<file path="src/design/nvme_cfg_pkg.sv">
`default_nettype none

package nvme_cfg_pkg;

    // --------------------------------------------------
    // channel counts
    // --------------------------------------------------
    // front-end side, hosts issuing admin requests
    localparam int FE_CH = 4;
    // back-end side, drives answering with completions
    localparam int BE_CH = 2;

    // channel-number bits carried in the low id bits
    localparam int FE_IDX = $clog2(FE_CH);
    localparam int BE_IDX = $clog2(BE_CH);

    // --------------------------------------------------
    // field widths
    // --------------------------------------------------
    localparam int ID_W   = 12;
    localparam int ADDR_W = 32;
    localparam int HASH_W = 16;

    // --------------------------------------------------
    // queueing
    // --------------------------------------------------
    localparam int FIFO_DEPTH = 8;
    localparam int FIFO_AW    = $clog2(FIFO_DEPTH);

    // shared by ingress (idle/enqueue) and egress (idle/dequeue)
    typedef enum logic [1:0] {
        ST_IDLE    = 2'd0,
        ST_ENQUEUE = 2'd1,
        ST_DEQUEUE = 2'd2
    } admin_state_t;

endpackage : nvme_cfg_pkg

`default_nettype wire

</file>
<file path="src/design/nvme_msg_pkg.sv">
`default_nettype none

package nvme_msg_pkg;

    import nvme_cfg_pkg::*;

    // --------------------------------------------------
    // request opcodes
    // --------------------------------------------------
    typedef enum logic [1:0] {
        RQ_READ  = 2'd0,
        RQ_WRITE = 2'd1,
        RQ_TRIM  = 2'd2
    } rq_op_t;

    // --------------------------------------------------
    // front end to back end, 63 bits
    // --------------------------------------------------
    typedef struct packed {
        logic              valid;
        rq_op_t            op;
        logic [ADDR_W-1:0] addr;
        logic [HASH_W-1:0] hash;
        // low FE_IDX bits hold the source channel once tagged
        logic [ID_W-1:0]   fe_id;
    } rq_msg_t;

    // --------------------------------------------------
    // back end to front end, 57 bits
    // --------------------------------------------------
    typedef struct packed {
        logic              valid;
        logic [ADDR_W-1:0] addr;
        // low FE_IDX bits select the return channel
        logic [ID_W-1:0]   fe_id;
        // source back-end number, zero-extended
        logic [ID_W-1:0]   be_id;
    } cp_msg_t;

endpackage : nvme_msg_pkg

`default_nettype wire

</file>
<file path="src/design/admin_fifo.sv">
`timescale 1ns/100ps
`default_nettype none

module admin_fifo
    import nvme_cfg_pkg::*;
#(
    parameter type entry_t = logic [7:0]
) (
    input  wire logic   clk,
    input  wire logic   rst_n,
    input  wire logic   wr_en,
    input  entry_t      wr_data,
    input  wire logic   rd_en,
    output entry_t      rd_data,
    output logic        full,
    output logic        empty
);

    // --------------------------------------------------
    // storage and pointers
    // --------------------------------------------------
    entry_t             mem [FIFO_DEPTH];
    logic [FIFO_AW-1:0] wr_ptr;
    logic [FIFO_AW-1:0] rd_ptr;
    // one extra bit so a full buffer is distinct from empty
    logic [FIFO_AW:0]   count;

    // pointers wrap naturally, depth is a power of two
    always_ff @(posedge clk) begin
        if (!rst_n) begin
            wr_ptr <= '0;
            rd_ptr <= '0;
            count  <= '0;
        end else begin
            if (wr_en) begin
                wr_ptr <= wr_ptr + 1'b1;
            end
            if (rd_en) begin
                rd_ptr <= rd_ptr + 1'b1;
            end
            case ({wr_en, rd_en})
                2'b10:   count <= count + 1'b1;
                2'b01:   count <= count - 1'b1;
                default: count <= count;
            endcase
        end
    end

    // --------------------------------------------------
    // data path
    // --------------------------------------------------
    always_ff @(posedge clk) begin
        if (wr_en) begin
            mem[wr_ptr] <= wr_data;
        end
        // read data lands one cycle after rd_en and holds until next read
        if (rd_en) begin
            rd_data <= mem[rd_ptr];
        end
    end

    assign full  = (count == (FIFO_AW+1)'(FIFO_DEPTH));
    assign empty = (count == '0);

endmodule : admin_fifo

`default_nettype wire

</file>
<file path="src/design/rq_ingress.sv">
`timescale 1ns/100ps
`default_nettype none

module rq_ingress
    import nvme_cfg_pkg::*, nvme_msg_pkg::*;
(
    input  wire logic              clk,
    input  wire logic              rst_n,
    input  rq_msg_t    [FE_CH-1:0] fe_rq,
    output logic       [FE_CH-1:0] fe_rq_ready,
    input  wire logic              full,
    output logic                   wr_en,
    output rq_msg_t                wr_data
);

    admin_state_t      state;
    admin_state_t      next_state;
    logic [FE_IDX-1:0] sel;
    logic              any_valid;
    logic              accept;

    // --------------------------------------------------
    // fixed priority, channel 0 wins
    // --------------------------------------------------
    always_comb begin
        sel       = '0;
        any_valid = 1'b0;
        // walk down so the lowest valid index is left in sel
        for (int i = FE_CH-1; i >= 0; i--) begin
            if (fe_rq[i].valid) begin
                sel       = FE_IDX'(i);
                any_valid = 1'b1;
            end
        end
    end

    // only take a request when the fifo has room
    assign accept = (state == ST_IDLE) && !full && any_valid;

    always_comb begin
        fe_rq_ready = '0;
        if (accept) begin
            fe_rq_ready[sel] = 1'b1;
        end
    end

    // --------------------------------------------------
    // idle / enqueue machine
    // --------------------------------------------------
    always_comb begin
        case (state)
            ST_IDLE:    next_state = accept ? ST_ENQUEUE : ST_IDLE;
            ST_ENQUEUE: next_state = ST_IDLE;
            default:    next_state = ST_IDLE;
        endcase
    end

    always_ff @(posedge clk) begin
        if (!rst_n) begin
            state <= ST_IDLE;
        end else begin
            state <= next_state;
        end
    end

    // capture winner, source channel goes in the low id bits
    always_ff @(posedge clk) begin
        if (accept) begin
            wr_data       <= fe_rq[sel];
            wr_data.valid <= 1'b1;
            wr_data.fe_id <= {fe_rq[sel].fe_id[ID_W-1:FE_IDX], sel};
        end
    end

    assign wr_en = (state == ST_ENQUEUE);

endmodule : rq_ingress

`default_nettype wire

</file>
<file path="src/design/rq_egress.sv">
`timescale 1ns/100ps
`default_nettype none

module rq_egress
    import nvme_cfg_pkg::*, nvme_msg_pkg::*;
(
    input  wire logic              clk,
    input  wire logic              rst_n,
    input  wire logic              empty,
    output logic                   rd_en,
    input  rq_msg_t                rd_data,
    output rq_msg_t    [BE_CH-1:0] be_rq,
    input  wire logic  [BE_CH-1:0] be_rq_ready
);

    admin_state_t      state;
    admin_state_t      next_state;
    logic [BE_IDX-1:0] sel;
    logic              any_ready;

    // --------------------------------------------------
    // pick the lowest ready back end
    // --------------------------------------------------
    always_comb begin
        sel       = '0;
        any_ready = 1'b0;
        for (int i = BE_CH-1; i >= 0; i--) begin
            if (be_rq_ready[i]) begin
                sel       = BE_IDX'(i);
                any_ready = 1'b1;
            end
        end
    end

    // --------------------------------------------------
    // idle / dequeue machine
    // --------------------------------------------------
    always_comb begin
        case (state)
            ST_IDLE:    next_state = empty ? ST_IDLE : ST_DEQUEUE;
            // hold the fetched entry until some back end takes it
            ST_DEQUEUE: next_state = any_ready ? ST_IDLE : ST_DEQUEUE;
            default:    next_state = ST_IDLE;
        endcase
    end

    always_ff @(posedge clk) begin
        if (!rst_n) begin
            state <= ST_IDLE;
        end else begin
            state <= next_state;
        end
    end

    assign rd_en = (state == ST_IDLE) && !empty;

    // only the chosen channel sees the request, the rest stay zero
    always_comb begin
        be_rq = '0;
        if (state == ST_DEQUEUE && any_ready) begin
            be_rq[sel]       = rd_data;
            be_rq[sel].valid = 1'b1;
        end
    end

endmodule : rq_egress

`default_nettype wire

</file>
<file path="src/design/cp_ingress.sv">
`timescale 1ns/100ps
`default_nettype none

module cp_ingress
    import nvme_cfg_pkg::*, nvme_msg_pkg::*;
(
    input  wire logic              clk,
    input  wire logic              rst_n,
    input  cp_msg_t    [BE_CH-1:0] be_cp,
    output logic       [BE_CH-1:0] be_cp_ready,
    input  wire logic              full,
    output logic                   wr_en,
    output cp_msg_t                wr_data
);

    admin_state_t      state;
    admin_state_t      next_state;
    logic [BE_IDX-1:0] sel;
    logic              any_valid;
    logic              accept;

    // --------------------------------------------------
    // fixed priority over back-end completions
    // --------------------------------------------------
    always_comb begin
        sel       = '0;
        any_valid = 1'b0;
        for (int i = BE_CH-1; i >= 0; i--) begin
            if (be_cp[i].valid) begin
                sel       = BE_IDX'(i);
                any_valid = 1'b1;
            end
        end
    end

    assign accept = (state == ST_IDLE) && !full && any_valid;

    always_comb begin
        be_cp_ready = '0;
        if (accept) begin
            be_cp_ready[sel] = 1'b1;
        end
    end

    // --------------------------------------------------
    // idle / enqueue machine
    // --------------------------------------------------
    always_comb begin
        case (state)
            ST_IDLE:    next_state = accept ? ST_ENQUEUE : ST_IDLE;
            ST_ENQUEUE: next_state = ST_IDLE;
            default:    next_state = ST_IDLE;
        endcase
    end

    always_ff @(posedge clk) begin
        if (!rst_n) begin
            state <= ST_IDLE;
        end else begin
            state <= next_state;
        end
    end

    // fe_id passes through, be_id stamped with the source
    always_ff @(posedge clk) begin
        if (accept) begin
            wr_data       <= be_cp[sel];
            wr_data.valid <= 1'b1;
            wr_data.be_id <= ID_W'(sel);
        end
    end

    assign wr_en = (state == ST_ENQUEUE);

endmodule : cp_ingress

`default_nettype wire

</file>
<file path="src/design/cp_egress.sv">
`timescale 1ns/100ps
`default_nettype none

module cp_egress
    import nvme_cfg_pkg::*, nvme_msg_pkg::*;
(
    input  wire logic              clk,
    input  wire logic              rst_n,
    input  wire logic              empty,
    output logic                   rd_en,
    input  cp_msg_t                rd_data,
    output cp_msg_t    [FE_CH-1:0] fe_cp,
    input  wire logic  [FE_CH-1:0] fe_cp_ready
);

    admin_state_t      state;
    admin_state_t      next_state;
    logic [FE_IDX-1:0] target;
    logic              target_ready;

    // --------------------------------------------------
    // route by the low fe_id bits
    // --------------------------------------------------
    assign target       = rd_data.fe_id[FE_IDX-1:0];
    assign target_ready = fe_cp_ready[target];

    // --------------------------------------------------
    // idle / dequeue machine
    // --------------------------------------------------
    always_comb begin
        case (state)
            ST_IDLE:    next_state = empty ? ST_IDLE : ST_DEQUEUE;
            // no fallback channel, wait on the owner
            ST_DEQUEUE: next_state = target_ready ? ST_IDLE : ST_DEQUEUE;
            default:    next_state = ST_IDLE;
        endcase
    end

    always_ff @(posedge clk) begin
        if (!rst_n) begin
            state <= ST_IDLE;
        end else begin
            state <= next_state;
        end
    end

    // rd_data is only valid after the fetch, so gate on state
    assign rd_en = (state == ST_IDLE) && !empty;

    always_comb begin
        fe_cp = '0;
        if (state == ST_DEQUEUE && target_ready) begin
            fe_cp[target]       = rd_data;
            fe_cp[target].valid = 1'b1;
        end
    end

endmodule : cp_egress

`default_nettype wire

</file>
<file path="src/design/nvme_admin.sv">
`timescale 1ns/100ps
`default_nettype none

module nvme_admin
    import nvme_cfg_pkg::*, nvme_msg_pkg::*;
(
    input  wire logic              clk,
    input  wire logic              rst_n,
    // front end
    input  rq_msg_t    [FE_CH-1:0] fe_rq,
    output logic       [FE_CH-1:0] fe_rq_ready,
    output cp_msg_t    [FE_CH-1:0] fe_cp,
    input  wire logic  [FE_CH-1:0] fe_cp_ready,
    // back end
    output rq_msg_t    [BE_CH-1:0] be_rq,
    input  wire logic  [BE_CH-1:0] be_rq_ready,
    input  cp_msg_t    [BE_CH-1:0] be_cp,
    output logic       [BE_CH-1:0] be_cp_ready
);

    logic    rq_wr_en;
    rq_msg_t rq_wr_data;
    logic    rq_full;
    logic    rq_rd_en;
    rq_msg_t rq_rd_data;
    logic    rq_empty;

    logic    cp_wr_en;
    cp_msg_t cp_wr_data;
    logic    cp_full;
    logic    cp_rd_en;
    cp_msg_t cp_rd_data;
    logic    cp_empty;

    // --------------------------------------------------
    // request path, front end to back end
    // --------------------------------------------------
    rq_ingress rq_ingress_inst (
        .clk         (clk),
        .rst_n       (rst_n),
        .fe_rq       (fe_rq),
        .fe_rq_ready (fe_rq_ready),
        .full        (rq_full),
        .wr_en       (rq_wr_en),
        .wr_data     (rq_wr_data)
    );

    admin_fifo #(
        .entry_t (rq_msg_t)
    ) rq_fifo_inst (
        .clk     (clk),
        .rst_n   (rst_n),
        .wr_en   (rq_wr_en),
        .wr_data (rq_wr_data),
        .rd_en   (rq_rd_en),
        .rd_data (rq_rd_data),
        .full    (rq_full),
        .empty   (rq_empty)
    );

    rq_egress rq_egress_inst (
        .clk         (clk),
        .rst_n       (rst_n),
        .empty       (rq_empty),
        .rd_en       (rq_rd_en),
        .rd_data     (rq_rd_data),
        .be_rq       (be_rq),
        .be_rq_ready (be_rq_ready)
    );

    // --------------------------------------------------
    // completion path, back end to front end
    // --------------------------------------------------
    cp_ingress cp_ingress_inst (
        .clk         (clk),
        .rst_n       (rst_n),
        .be_cp       (be_cp),
        .be_cp_ready (be_cp_ready),
        .full        (cp_full),
        .wr_en       (cp_wr_en),
        .wr_data     (cp_wr_data)
    );

    admin_fifo #(
        .entry_t (cp_msg_t)
    ) cp_fifo_inst (
        .clk     (clk),
        .rst_n   (rst_n),
        .wr_en   (cp_wr_en),
        .wr_data (cp_wr_data),
        .rd_en   (cp_rd_en),
        .rd_data (cp_rd_data),
        .full    (cp_full),
        .empty   (cp_empty)
    );

    cp_egress cp_egress_inst (
        .clk         (clk),
        .rst_n       (rst_n),
        .empty       (cp_empty),
        .rd_en       (cp_rd_en),
        .rd_data     (cp_rd_data),
        .fe_cp       (fe_cp),
        .fe_cp_ready (fe_cp_ready)
    );

endmodule : nvme_admin

`default_nettype wire

</file>
<file path="config.mk">
export PLATFORM = sky130hd
export DESIGN_NAME = nvme_admin
export DESIGN_NICKNAME = d
export VERILOG_FILES = /design/src/design/nvme_cfg_pkg.sv /design/src/design/nvme_msg_pkg.sv /design/src/design/admin_fifo.sv /design/src/design/rq_ingress.sv /design/src/design/rq_egress.sv /design/src/design/cp_ingress.sv /design/src/design/cp_egress.sv /design/src/design/nvme_admin.sv
export SDC_FILE = /design/constraint.sdc
export NUM_CORES = 1
export LEC_CHECK = 0
export BUFFER_PORTS_ARGS = -buffer_cell sky130_fd_sc_hd__buf_2
export CORE_ASPECT_RATIO = 1.25
export CORE_MARGIN = 2
export CORE_UTILIZATION = 35
export CTS_BUF_LIST = sky130_fd_sc_hd__clkbuf_8
export DETAILED_ROUTE_END_ITERATION = 10
export SYNTH_ARGS = -nofsm -noshare
export SYNTH_HDL_FRONTEND = slang
export SYNTH_HIERARCHICAL = 1
export SYNTH_SLANG_ARGS = --single-unit
export TNS_END_PERCENT = 20
</file>
<file path="constraint.sdc">
create_clock -name clk -period 6.4 [get_ports clk]
set_input_delay 0 -clock clk [delete_from_list [all_inputs] [get_ports clk]]
set_output_delay 0 -clock clk [all_outputs]
set_load 0.02 [all_outputs]
</file>
Word-level counts from Yosys, hierarchy flattened. Memory sizes are Yosys's and may differ from the RTL's. A register that Yosys moved wholly into a read port is not among the register bits. Index checks and enable logic that the tools add are counted. W data, S select, Z words.

Register bits: 149. Memory bits (writable): 856. Input port bits: 374. Output and inout bits: 360. Word-level logic and storage cells: 128. Memories: 2.

Add/sub/neg operators: 8. Magnitude comparators: 8. Equal/unequal tests: 10. Muxes and demuxes: 52. Bitwise operators: 2. Reductions and logical operators: 26.

Memories: rq_fifo_inst.mem (depth 8, width 62, rd ports 1, clocked after memory_dff 1, write ports 1, line admin_fifo.sv:22) `entry_t mem [FIFO_DEPTH];`; cp_fifo_inst.mem (depth 8, width 45, rd ports 1, clocked after memory_dff 1, write ports 1, line admin_fifo.sv:22).

Operators with widths (count): $and A228 B228 Y228 (1); $bwmux W228 (1); $demux W57 S2 (2); $mux W228 (1); $and A126 B126 Y126 (1); $bmux W63 S2 (1); $bwmux W126 (1); $demux W63 S1 (2); $mux W126 (1); $mux W63 (2); $mux W57 (2); $mux W56 (2); $mux W62 (1); $mux W1 (19); $mux W2 (9); $pmux W4 S2 (2); $add A3 B1 Y3 const B (4); $logic_and A1 B1 Y1 (12); $add A4 B1 Y4 const B (2); $eq A2 B1 Y1 const B (4); $eq A2 B2 Y1 const B (4); $eq A4 B4 Y1 const B (2); $logic_not A2 Y1 (4); $logic_not A4 Y1 (2); other kinds (13) (24).

Depth between registers and ports, before layout.
Depth in word-level cells: 9. Depth in mapped cells: 10. Depth with buffers taken out: 9.

By module. Netlist, hierarchy kept.

Modules (own cells, without submodules): admin_fifo at rq_fifo_inst (instances 1, cells an instance 859, area each 21380.5 um2, sequential area each 17226.5 um2); admin_fifo at cp_fifo_inst (instances 1, cells an instance 784, area each 19638.8 um2, sequential area each 15605.0 um2); rq_ingress (instances 1, cells an instance 362, area each 3906.2 um2, sequential area each 1881.8 um2); cp_ingress (instances 1, cells an instance 116, area each 2254.7 um2, sequential area each 1371.3 um2); cp_egress (instances 1, cells an instance 323, area each 1781.7 um2, sequential area each 20.0 um2); rq_egress (instances 1, cells an instance 151, area each 959.7 um2, sequential area each 20.0 um2).

Least setup slack after synthesis. No wires, ideal clock.

Path kind: register to register. Start: register rq_ingress_inst.state[0]. End: memory rq_fifo_inst/mem[0][0] (netlist bit), enable pin. Setup time: 562 ps. Data arrival time: 4867 ps. Required time: 5838 ps. Path slack: 972 ps. Cell stages (with the launch flop): 3. Buffers on the path: 0. Clock period less this slack: 5428 ps. Cell sequence: dfxtp_1 > nand2b_1 > nor3_1.

Longest elaborated chain between the ends: 3.

Ends and longest elaborated chain: start, declared (line rq_ingress.sv:16) `admin_state_t state;`; start signal, assigned (line rq_ingress.sv:62) `state <= next_state;`; $eq A2 B1 Y1 (line rq_ingress.sv:75) `assign wr_en = (state == ST_ENQUEUE);`; $mux W1 (line admin_fifo.sv:53) `if (wr_en) begin`; $mux W1 (not written as such) (line admin_fifo.sv:54) `mem[wr_ptr] <= wr_data;`; end, declared (line admin_fifo.sv:22).

Every way passes these cells.

==> impl_metrics.env <==
export IMPL_total_switching_power_uw=6610
export IMPL_grt_first_pass_wirelength_um=185000
export IMPL_preCtsSetupSlack_ns=3.47
export IMPL_drt_total_wl_um=126000
export IMPL_critical_path_top_delay_family="buffers and inverters"
export IMPL_cp_max_fo=32
export IMPL_seq_power_share_pct=51.2
export IMPL_worst_r2r_endpoint="rq_fifo_inst/rd_data[7]$_DFFE_PP_"
export IMPL_timing_critical_path_arrival_ns=3.25
export IMPL_r2r_cells=3
export IMPL_worst_r2r_setup_slack_ns=3.52
export IMPL_min_delay_path_depth=5
export IMPL_min_period_ns=3.25
export IMPL_fmaxAchievable_mhz=307
export IMPL_place_port_buffers=697
export IMPL_run_status="finished clean"
export IMPL_core_region_area_um2=139000
export IMPL_worst_hold_path_endpoint="rq_ingress_inst/wr_data[18]$_DFFE_PP_"
export IMPL_worst_clock_skew_ns=0.0494
export IMPL_timing_critical_path_to_type="output pin"
export IMPL_vias_in_the_first_global_route=29600
export IMPL_leakage_dissipation_uw=0.0224
export IMPL_cts_buffers=185
export IMPL_clock_tree_buffer_depth=3
export IMPL_switching_share_pct=30.0
export IMPL_fin_tns_setup_ns=0
export IMPL_layout_drive_gt1_share_pct=37.7
export IMPL_timing_final_setup_violations=0
export IMPL_start_kind="flop"
export IMPL_tightest_hold_check_type="primary input to flop"
export IMPL_worst_pin_slew_ns=1.08
export IMPL_fp_dieW_um=339
export IMPL_drt_first_pass_iters=7
export IMPL_synth_yosys_warnings=6
export IMPL_crit_path_max_incr_delay_ns=0.81
export IMPL_io_pins=734
export IMPL_synthCells=2567
export IMPL_drt_wl_cell_um=22.1
export IMPL_ir_drop_mv=0.288
export IMPL_clock_latency_reported_for_the_late_side_of_the_worst_skew_pair_ns=0.88
export IMPL_min_from="fe_rq[81]"
export IMPL_critical_path_cell_chain="or3b_4 > buf_4 > nor2_1 > buf_2"
export IMPL_slowest_stage="sky130_fd_sc_hd__buf_4"
export IMPL_grt_start_max_net_pins=89
export IMPL_row_count=153
export IMPL_finish_net_count=4101
export IMPL_hold_ws_ns=0.127
export IMPL_syn_area_per_cell_um2=19.2
export IMPL_path_class="flop to output pin"
export IMPL_route_vias_total=28100
export IMPL_initial_core_utilization_pct=35.3
export IMPL_final_critical_path_setup_slack_ns=3.15
export IMPL_clk_pin_slew_worst_paths_ns=0.06
export IMPL_power_share_combinational_pct=22.2
export IMPL_gpl_final_weighted_congestion=0.769
export IMPL_remaining_drcs=0
export IMPL_critical_path_n_buffers_inverters=2
export IMPL_power_report_internal_total_uw=15400
export IMPL_final_hold_violation_count=0
export IMPL_layout_area_overhead_vs_synth_pct=25.3
export IMPL_power_clock_fraction_pct=26.5
export IMPL_die_h_um=423
export IMPL_cts_htree_levels=4
export IMPL_power_density_nw_per_um2=357
export IMPL_clock_sink_count=1193
export IMPL_slew_violations=0
export IMPL_post_drt_via_cell_ratio=4.91
export IMPL_initialDrtViolationCount=1913
export IMPL_grtUsageTotal_pct=17.3
export IMPL_global_route_overflow_total=0
export IMPL_remaining_antenna_violation_count=0
export IMPL_buffer_cell_driving_the_clock_tree_root="sky130_fd_sc_hd__clkbuf_8"
export IMPL_period_share_pct=50.8
export IMPL_max_cap_violations=0
export IMPL_dpl_hpwl_um=73100
export IMPL_number_of_antenna_violations_at_the_first_check_in_global_routing=5
export IMPL_slew_headroom_pct=27.8
export IMPL_clock_tree_from_tritoncts="yes"
export IMPL_rsz_0062_raised_after_global_routing="false"
export IMPL_worst_r2r_startpoint="rq_fifo_inst/rd_ptr[0]$_SDFFE_PN0P_"
export IMPL_fp_dieArea_um2=144000
export IMPL_cp_data_required_time_ns=6.40
export IMPL_syn_cell_area_um2=49200
power by group through the flow:
stage	clock (uW)	combinational [uW]	sequential, uW
2_1_floorplan	0	3660	10900
3_3_place_gp	0	4690	11400
3_5_place_dp	0	4730	11400
4_1_cts	6050	4990	11300
5_1_grt	6380	5270	11400
6_report	5850	4900	11300
layout by cell type (no fill, tap or decap), types with 6 or more instances in the layout:
master	instances
sky130_fd_sc_hd__nor2_1	176
sky130_fd_sc_hd__nand2_1	66
sky130_fd_sc_hd__xor2_1	8
sky130_fd_sc_hd__buf_2	694
sky130_fd_sc_hd__nor2_4	64
sky130_fd_sc_hd__inv_1	121
sky130_fd_sc_hd__mux2i_1	8
sky130_fd_sc_hd__mux2_4	85
sky130_fd_sc_hd__xnor2_1	6
sky130_fd_sc_hd__clkbuf_8	189
sky130_fd_sc_hd__and3_1	64
sky130_fd_sc_hd__nor4b_1	6
sky130_fd_sc_hd__mux4_2	235
sky130_fd_sc_hd__a21oi_1	62
sky130_fd_sc_hd__edfxtp_1	1169
sky130_fd_sc_hd__dfxtp_1	16
sky130_fd_sc_hd__and2_1	75
sky130_fd_sc_hd__a22o_1	60
sky130_fd_sc_hd__dfxtp_4	6
sky130_fd_sc_hd__mux2_2	77
sky130_fd_sc_hd__clkinv_2	19
sky130_fd_sc_hd__ha_1	10
sky130_fd_sc_hd__nor2b_1	9
sky130_fd_sc_hd__conb_1	15
sky130_fd_sc_hd__buf_4	45
sky130_fd_sc_hd__dlygate4sd3_1	394
sky130_fd_sc_hd__clkinv_1	42
sky130_fd_sc_hd__nand2b_1	8
sky130_fd_sc_hd__a221o_1	60
area by class of cell:
type / instances / area, um^2
Antenna cell: 3 / 7.51
Clock buffer: 189 / 2600
Clock inverter: 135 / 748
Fill cell: 12100 / 77700
Inverter: 65 / 244
Multi-Input combinational cell: 1133 / 12300
Sequential cell: 1193 / 35600
Tap cell: 1860 / 2330
Timing Repair Buffer: 1139 / 7870
how the worst max path moves through the flow:
stage	start	to	slack, ns	depth (start not counted)
floorplan	rq_ingress_inst/state[0]$_SDFF_PN0_	rq_fifo_inst/mem[0][0]$_DFFE_PP_	1.04	2
global placement	fe_rq[188]	rq_ingress_inst/wr_data[4]$_DFFE_PP_	3.52	4
detailed placement	fe_rq[188]	rq_ingress_inst/wr_data[7]$_DFFE_PP_	3.47	4
CTS	cp_fifo_inst/rd_data[12]$_DFFE_PP_	fe_cp[3]	3.02	4
global route	cp_fifo_inst/rd_data[12]$_DFFE_PP_	fe_cp[3]	3.02	4
finish	cp_fifo_inst/rd_data[12]$_DFFE_PP_	fe_cp[3]	3.15	4
layer usage:
layer / share of wire [%] / global-route usage (%) / up-vias
li1: - / - / 12500
met1: 41 / 21.0 / 14300
met2: 51 / 30.3 / 1110
met3: 5.6 / 3.03 / 200
met4: 2.9 / 7.09 / 2
met5: 0.0063 / 0 / -
registers in the layout, indices dropped and copies added (netlist names), 3 cells and up:
| register | cells |
|---|---|
| cp_fifo_inst/rd_ptr | 3 |
| cp_fifo_inst/mem | 448 |
| rq_fifo_inst/wr_ptr | 3 |
| rq_fifo_inst/count | 4 |
| cp_fifo_inst/rd_data | 56 |
| rq_fifo_inst/rd_ptr | 3 |
| rq_fifo_inst/mem | 496 |
| cp_fifo_inst/count | 4 |
| rq_fifo_inst/rd_data | 62 |
| cp_fifo_inst/wr_ptr | 3 |
| rq_ingress_inst/wr_data | 62 |
| cp_ingress_inst/wr_data | 45 |
per-stage QoR:
step | instances | power, uW | cell area, um^2 | utilization (%)
floorplan | 2580 | 14500 | 49300 | -
global placement | 4996 | 16100 | 54400 | 39.0
detailed placement | 4996 | 16200 | 54400 | 39.0
CTS | 5714 | 22300 | 61700 | 44.2
global route | 5715 | 23100 | 61700 | 44.2
finish | 5717 | 22000 | 61700 | 44.3
worst register-to-register path: stages, from the launching register on:
cell and delay (ns):
sky130_fd_sc_hd__dfxtp_4 0.91, sky130_fd_sc_hd__buf_12 0.60, sky130_fd_sc_hd__mux4_2 0.81, sky130_fd_sc_hd__mux2_2 0.28
what timing repair did:
item,4_1_cts,5_1_grt
hold buffers,394,0
resized for setup,0,0
hold endpoints to repair,193,0
buffers inserted,0,0
setup endpoints to repair,0,0
No activity file was read; power rests on OpenSTA's default activity.
